--- src/include/runner_defs.svh ---
`ifndef RUNNER_DEFS_SVH
`define RUNNER_DEFS_SVH

// Frame rate of the game loop
`define FPS 60

// Running frames before obstacles appear
`define CLEAR_TIME (3 * `FPS)

// Speed in units of 1/1024 pixel per frame
`define SPEED_INIT 6144
`define MAX_SPEED 13312
`define ACCELERATION 1
`define SPEED_WIDTH 15

// Night mode fade
`define INVERT_FADE_DURATION 720
`define MAX_NIGHT_RATE 255
`define NIGHT_RATE_DELTA 5

// Collision boxes
`define TREX_BOX_COUNT 3
`define OBSTACLE_BOX_COUNT 3
`define COORD_WIDTH 12

`endif
--- src/hdl/runner_pkg.sv ---
`include "runner_defs.svh"

package runner_pkg;

    // Top level game phase
    typedef enum logic [1:0] {
        WAITING,
        RUNNING,
        CRASHED,
        RESTARTING
    } game_state_t;

    // Axis aligned box, origin at top left
    typedef struct packed {
        logic [`COORD_WIDTH-1:0] x;
        logic [`COORD_WIDTH-1:0] y;
        logic [`COORD_WIDTH-1:0] w;
        logic [`COORD_WIDTH-1:0] h;
    } collision_box_t;

    typedef logic [`SPEED_WIDTH-1:0] speed_t;

endpackage

--- src/hdl/game_ctrl_if.sv ---
`timescale 1ns/100ps

interface game_ctrl_if;

    // Frame step, one cycle per painted frame
    logic update;
    // Waiting to running transition
    logic init_pulse;
    // Frame step while staying in running
    logic run_step;
    // Level while heading into restarting
    logic restart;

    modport fsm (
        output update,
        output init_pulse,
        output run_step,
        output restart
    );

    modport follower (
        input update,
        input init_pulse,
        input run_step,
        input restart
    );

endinterface

--- src/hdl/runner_top.sv ---
`timescale 1ns/100ps
`include "runner_defs.svh"

module runner_top (
    input  logic                       clk,
    input  logic                       rst,
    input  logic                       jumping,
    input  logic                       painter_finished,
    input  logic                       invert_trigger,
    input  runner_pkg::collision_box_t trex_boxes     [`TREX_BOX_COUNT],
    input  runner_pkg::collision_box_t obstacle_boxes [`OBSTACLE_BOX_COUNT],
    output runner_pkg::game_state_t    state,
    output runner_pkg::speed_t         speed,
    output logic                       has_obstacles,
    output logic [7:0]                 night_rate
);

    logic crashed;

    game_ctrl_if ctrl ();

    game_fsm i_game_fsm (
        .clk              (clk),
        .rst              (rst),
        .jumping          (jumping),
        .painter_finished (painter_finished),
        .crashed          (crashed),
        .ctrl             (ctrl.fsm),
        .state            (state)
    );

    box_collider i_box_collider (
        .clk            (clk),
        .rst            (rst),
        .trex_boxes     (trex_boxes),
        .obstacle_boxes (obstacle_boxes),
        .crashed        (crashed)
    );

    speed_ctrl i_speed_ctrl (
        .clk           (clk),
        .rst           (rst),
        .ctrl          (ctrl.follower),
        .speed         (speed),
        .has_obstacles (has_obstacles)
    );

    night_mode i_night_mode (
        .clk            (clk),
        .rst            (rst),
        .ctrl           (ctrl.follower),
        .invert_trigger (invert_trigger),
        .night_rate     (night_rate)
    );

endmodule

--- src/hdl/night_mode.sv ---
`timescale 1ns/100ps
`include "runner_defs.svh"

module night_mode (
    input  logic          clk,
    input  logic          rst,
    game_ctrl_if.follower ctrl,
    input  logic          invert_trigger,
    output logic [7:0]    night_rate
);
    localparam int FADE_WIDTH = $clog2(`INVERT_FADE_DURATION + 1);

    logic                  inverted;
    logic [FADE_WIDTH-1:0] invert_timer;

    // Inversion flag and its lifetime in running frames
    always_ff @(posedge clk) begin
        if (rst) begin
            inverted     <= 1'b0;
            invert_timer <= '0;
        end else if (ctrl.restart) begin
            inverted     <= 1'b0;
            invert_timer <= '0;
        end else if (ctrl.run_step) begin
            if (invert_timer == FADE_WIDTH'(`INVERT_FADE_DURATION)) begin
                invert_timer <= '0;
                inverted     <= 1'b0;
            end else if (inverted) begin
                invert_timer <= invert_timer + 1'b1;
            end else if (invert_trigger) begin
                inverted <= 1'b1;
            end
        end
    end

    // Fade toward full night or back to day
    always_ff @(posedge clk) begin
        if (rst) begin
            night_rate <= '0;
        end else if (ctrl.restart) begin
            night_rate <= '0;
        end else if (ctrl.update) begin
            if (inverted && night_rate < 8'(`MAX_NIGHT_RATE)) begin
                night_rate <= night_rate + 8'(`NIGHT_RATE_DELTA);
            end else if (!inverted && night_rate > 8'd0) begin
                night_rate <= night_rate - 8'(`NIGHT_RATE_DELTA);
            end
        end
    end

endmodule

--- src/hdl/speed_ctrl.sv ---
`timescale 1ns/100ps
`include "runner_defs.svh"

module speed_ctrl (
    input  logic               clk,
    input  logic               rst,
    game_ctrl_if.follower      ctrl,
    output runner_pkg::speed_t speed,
    output logic               has_obstacles
);
    localparam int CLEAR_WIDTH = $clog2(`CLEAR_TIME + 2);

    logic [CLEAR_WIDTH-1:0]  clear_timer;
    logic [`SPEED_WIDTH:0]   speed_next;
    logic                    speed_room;

    // One extra bit so the ceiling test cannot wrap
    assign speed_next = {1'b0, speed} + (`SPEED_WIDTH+1)'(`ACCELERATION);
    assign speed_room = speed_next <= (`SPEED_WIDTH+1)'(`MAX_SPEED);

    always_ff @(posedge clk) begin
        if (rst) begin
            speed <= '0;
        end else if (ctrl.restart) begin
            speed <= '0;
        end else if (ctrl.init_pulse) begin
            speed <= `SPEED_WIDTH'(`SPEED_INIT);
        end else if (ctrl.run_step && speed_room) begin
            speed <= speed_next[`SPEED_WIDTH-1:0];
        end
    end

    // Obstacles only after the clear time has elapsed
    always_ff @(posedge clk) begin
        if (rst) begin
            clear_timer   <= '0;
            has_obstacles <= 1'b0;
        end else if (ctrl.restart) begin
            clear_timer   <= '0;
            has_obstacles <= 1'b0;
        end else if (ctrl.run_step && !has_obstacles) begin
            clear_timer <= clear_timer + 1'b1;
            if (clear_timer > CLEAR_WIDTH'(`CLEAR_TIME)) begin
                has_obstacles <= 1'b1;
            end
        end
    end

endmodule

--- src/hdl/box_collider.sv ---
`timescale 1ns/100ps
`include "runner_defs.svh"

module box_collider (
    input  logic                       clk,
    input  logic                       rst,
    input  runner_pkg::collision_box_t trex_boxes     [`TREX_BOX_COUNT],
    input  runner_pkg::collision_box_t obstacle_boxes [`OBSTACLE_BOX_COUNT],
    output logic                       crashed
);
    import runner_pkg::*;

    logic hit;

    // Strict overlap on both axes, empty boxes never hit
    function automatic logic overlap(input collision_box_t a, input collision_box_t b);
        logic [`COORD_WIDTH:0] a_x_end;
        logic [`COORD_WIDTH:0] a_y_end;
        logic [`COORD_WIDTH:0] b_x_end;
        logic [`COORD_WIDTH:0] b_y_end;
        logic                  empty;
        a_x_end = {1'b0, a.x} + {1'b0, a.w};
        a_y_end = {1'b0, a.y} + {1'b0, a.h};
        b_x_end = {1'b0, b.x} + {1'b0, b.w};
        b_y_end = {1'b0, b.y} + {1'b0, b.h};
        empty   = (a.w == '0) || (a.h == '0) || (b.w == '0) || (b.h == '0);
        return !empty
            && ({1'b0, a.x} < b_x_end) && ({1'b0, b.x} < a_x_end)
            && ({1'b0, a.y} < b_y_end) && ({1'b0, b.y} < a_y_end);
    endfunction

    always_comb begin
        hit = 1'b0;
        for (int i = 0; i < `TREX_BOX_COUNT; i++) begin
            for (int j = 0; j < `OBSTACLE_BOX_COUNT; j++) begin
                hit |= overlap(trex_boxes[i], obstacle_boxes[j]);
            end
        end
    end

    always_ff @(posedge clk) begin
        if (rst) begin
            crashed <= 1'b0;
        end else begin
            crashed <= hit;
        end
    end

endmodule

--- src/hdl/game_fsm.sv ---
`timescale 1ns/100ps

module game_fsm (
    input  logic                    clk,
    input  logic                    rst,
    input  logic                    jumping,
    input  logic                    painter_finished,
    input  logic                    crashed,
    game_ctrl_if.fsm                ctrl,
    output runner_pkg::game_state_t state
);
    import runner_pkg::*;

    game_state_t next_state;

    logic painter_finished_last;
    logic jumping_last;
    logic update;
    logic jump_edge;

    assign jump_edge = jumping && !jumping_last;

    always_comb begin
        next_state = state;
        case (state)
            WAITING: begin
                if (update && jumping) begin
                    next_state = RUNNING;
                end
            end
            RUNNING: begin
                if (crashed) begin
                    next_state = CRASHED;
                end
            end
            CRASHED: begin
                // A fresh jump press restarts the game
                if (jump_edge) begin
                    next_state = RESTARTING;
                end
            end
            RESTARTING: begin
                // Hold here until the jump is released
                if (!jumping) begin
                    next_state = WAITING;
                end
            end
            default: begin
                next_state = WAITING;
            end
        endcase
    end

    always_ff @(posedge clk) begin
        if (rst) begin
            state                 <= WAITING;
            update                <= 1'b0;
            painter_finished_last <= 1'b0;
            jumping_last          <= 1'b0;
        end else begin
            state                 <= next_state;
            painter_finished_last <= painter_finished;
            jumping_last          <= jumping;
            // Rising edge of painter_finished steps the game loop
            update                <= painter_finished && !painter_finished_last;
        end
    end

    assign ctrl.update     = update;
    assign ctrl.init_pulse = update && (state == WAITING) && (next_state == RUNNING);
    assign ctrl.run_step   = update && (state == RUNNING) && (next_state == RUNNING);
    assign ctrl.restart    = (next_state == RESTARTING);

endmodule

--- config.mk ---
export PLATFORM = sky130hd
export DESIGN_NAME = runner_top
export DESIGN_NICKNAME = d
export VERILOG_FILES = /design/src/hdl/runner_pkg.sv /design/src/hdl/game_ctrl_if.sv /design/src/hdl/runner_top.sv /design/src/hdl/night_mode.sv /design/src/hdl/speed_ctrl.sv /design/src/hdl/box_collider.sv /design/src/hdl/game_fsm.sv
export VERILOG_INCLUDE_DIRS = /design/src /design/src/include
export SDC_FILE = /design/constraint.sdc
export NUM_CORES = 1
export LEC_CHECK = 0
export ABC_AREA = 1
export CORE_AREA = 2 2 216 197
export CTS_CLUSTER_DIAMETER = 40
export DETAILED_ROUTE_END_ITERATION = 7
export DIE_AREA = 0 0 218 199
export DONT_BUFFER_PORTS = 1
export SYNTH_ARGS = -nofsm -noshare
export SYNTH_HDL_FRONTEND = slang
export SYNTH_SLANG_ARGS = --single-unit
export TNS_END_PERCENT = 20
--- constraint.sdc ---
create_clock -name clk -period 3.5 [get_ports clk]
set_input_delay 0.7 -clock clk [delete_from_list [all_inputs] [get_ports clk]]
set_output_delay 0.7 -clock clk [all_outputs]
set_load 0.1 [all_outputs]
==> reports/results.ini <==
[finish]
final_util=0.5142
fill_cells=4182
final_cell_mix=nand2_1 (666), ha_1 (537), inv_1 (395)
layout.nets=3852
drive_gt1_frac=0.1117
layout.cells.most_common=nand2_1
final_cell_count_no_fill=3554
insertedDiodeCount=0
area_growth_syn_to_layout_pct=15.54

[logic_synthesis]
syn_area_per_cell_um2=6.552
syn_inst=2800
synth-edff-count=0
yosys_warnings=0
synth_ff_type=dfxtp_1
yosys_register_bits=49
ys_types=52
ys_seq_area_frac=0.05347
syn_nets=3646
async_flop_share=0
synth_area_um2=18350

[drt]
num_vias=19690
wl_per_cell_um=19.49
antenna_left=0
vias_per_cell=5.541
drtPass1Iterations=7
wl_um=69270
drt_iter0_drc=1244
drcViolationCount=0

[sta]
setup_tns_ps=0
holdWs_ps=386.5
tightestPinTransition_ps=1082
finClkSkew_ps=12.56
slew_headroom=0.2721
fmax_mhz=296.3
setup_viol=0
fin_ws_ps=125.3
min_period_over_period=0.9642
post-route-min-period_ps=3375
hold_violations=0
report.final.slew_viol_count=0

[power]
clockPowerShare=0.090
seqPwrFrac=0.097
peakVddDrop_v=0.0002376
p_switching_uw=3133
internal-power_uw=2977
leakage_uw=0.01170
sw_frac_of_total=0.5128
combPwrFrac=0.813
powerDensity_nw_per_um2=288.3

[global_route]
grt_pass1_wl_um=102500
grt_pass1_vias=18320
antenna_found_initial=2
grtUsageTotal=0.3067
overflow=0
grt_start_max_net_pins=18

[critical_path]
crit_family=simple AND/OR/NAND/NOR gates
critPathMaxStageDelay_ps=360
cp_common_cell=nand2_1
critPathLaunchType=primary input
cp_slowest_cell=o21ai_0
end_kind=flip-flop
cp_num_buf_inv=2
critPathMaxFanout=3
crit_chain=ha_1 -> fa_2 -> nand3_1 -> nand2_1 -> buf_4 -> xor2_1 -> buf_4 -> ha_1 -> nand2_1 -> o21ai_0 -> o21ai_0 -> nand2_1 -> nand3_1 -> nand2_1 -> nand2_1 -> nand2_1 -> nand2_1 -> nand4_1 -> nand4_1 -> nor2_1 -> nor2_1
required_ps=3680
cp.arrival_ps=3550
critPathKind=in -> reg

[placement]
place.gp.congestion=1.040
dpl.hpwl_um=61680
dp_cells=3536
io_buffers=0
preCtsSetupSlack_ps=-223.9

[cts]
path_clk_slew_ps=70
insertion_delay_ps=290
cts_buffers=5
cts-root-buf=clkbuf_16
htree_levels=2
clockBufferDepth=2
cts_sinks=49
cts_tree=built

[job]
cap_violations=0

[die]
fp.dieW_um=218
ios=319
core-area_um2=41220
dieArea_um2=43380
start_util=0.4451
num_rows=71
fp.dieH_um=199

[run_status]
status=completed

[min_path]
hp-class=reg -> reg

-- metal layers --
layer  global-route usage  vias up  share of wire
li1                     -     9926              -
met1               0.4156     9003           0.45
met2               0.4921      651           0.43
met3              0.06422      107          0.092
met4              0.07962        4          0.030
met5                    0        -        0.00039
-- synth_stat cells (11+ instances only) --
master / number / area share
nand2_1: 681 / 0.14
ha_1: 540 / 0.37
inv_1: 399 / 0.082
a21oi_1: 295 / 0.080
nor2_1: 187 / 0.038
nand3_1: 122 / 0.033
o21ai_0: 96 / 0.026
xor2_1: 93 / 0.044
nor3_1: 63 / 0.017
dfxtp_1: 49 / 0.053
nor4_1: 44 / 0.015
nand4_1: 39 / 0.013
xnor2_1: 34 / 0.016
a31oi_1: 21 / 0.0072
a21o_1: 20 / 0.0082
fa_1: 13 / 0.014
o21bai_1: 13 / 0.0053
o21a_1: 11 / 0.0045
-- repair_timing --
item                                    CTS  global route
hold buffers                              0             0
buffers inserted                          0            10
endpoints found under the setup margin    0             1
resized for setup                         0           125
-- worst register-to-register path, cell delays in order (launching register included) --
cell and delay [ps]:
dfxtp_1 340, inv_1 70, nor4_1 360, nor2_1 140, inv_1 220, ha_1 280
nand3_1 80, nand2_1 60, nand2_1 80, nand2_1 80, a21oi_1 210, o21ai_0 130
a21oi_1 190, a21oi_1 80, o21ai_0 100, o21ai_0 110, a21oi_1 120
-- power groups by stage --
stage | clock, uW | combinational, uW | sequential [uW]
CTS | 568 | 4730 | 592
global placement | 0 | 4540 | 605
floorplan | 0 | 3140 | 738
detailed placement | 0 | 4700 | 605
global route | 593 | 5660 | 594
finish | 552 | 4970 | 593
-- sequential cells by signal (all words and copies together), names as in the netlist, 2 cells and up --
signal and cells:
i_game_fsm.state 2, i_speed_ctrl.clear_timer 8, i_speed_ctrl.speed 15, i_night_mode.invert_timer 10, i_night_mode.night_rate 8
-- stage by stage --
step | total power (uW) | instance area (um^2)
global route | 6843 | 21200
detailed placement | 5308 | 20460
floorplan | 3881 | 18350
CTS | 5894 | 20630
finish | 6110 | 21200
global placement | 5141 | 20460
-- worst paths after layout --
path / from / to / slack (ps) / depth (start not counted)
worst max-delay path: trex_boxes[108] / i_box_collider.crashed / 130 / 21
worst min-delay path: i_game_fsm.painter_finished_last / i_game_fsm.ctrl.update / 390 / 1
worst max register to register: i_night_mode.night_rate[7] / i_night_mode.night_rate[7] / 780 / 16
worst min register to register: i_game_fsm.painter_finished_last / i_game_fsm.ctrl.update / 390 / 1
-- layout make-up --
type / count / area (um^2) / share of cell area
repair buffers: 207 / 1554 / 0.07331
inverters: 402 / 1514 / 0.07142
well taps: 547 / 684.4 / 0.03229
multi-input cells: 2341 / 16290 / 0.7687
clock buffers: 5 / 125.1 / 0.005903
flip-flops and latches: 49 / 980.9 / 0.04628
clock inverters: 3 / 43.79 / 0.002066
-- logic make-up (layout without fill, tap and decap cells) --
kind of cell | after synthesis | after routing | share of synthesized area
compound gates | 495 | 495 | 0.1477
xor+xnor | 128 | 128 | 0.06152
fa+ha+maj | 553 | 553 | 0.3825
buf+inv | 410 | 617 | 0.08518
flops | 49 | 49 | 0.05347
simple gates | 1165 | 1165 | 0.2697
Power figures use the tool's default switching activity.
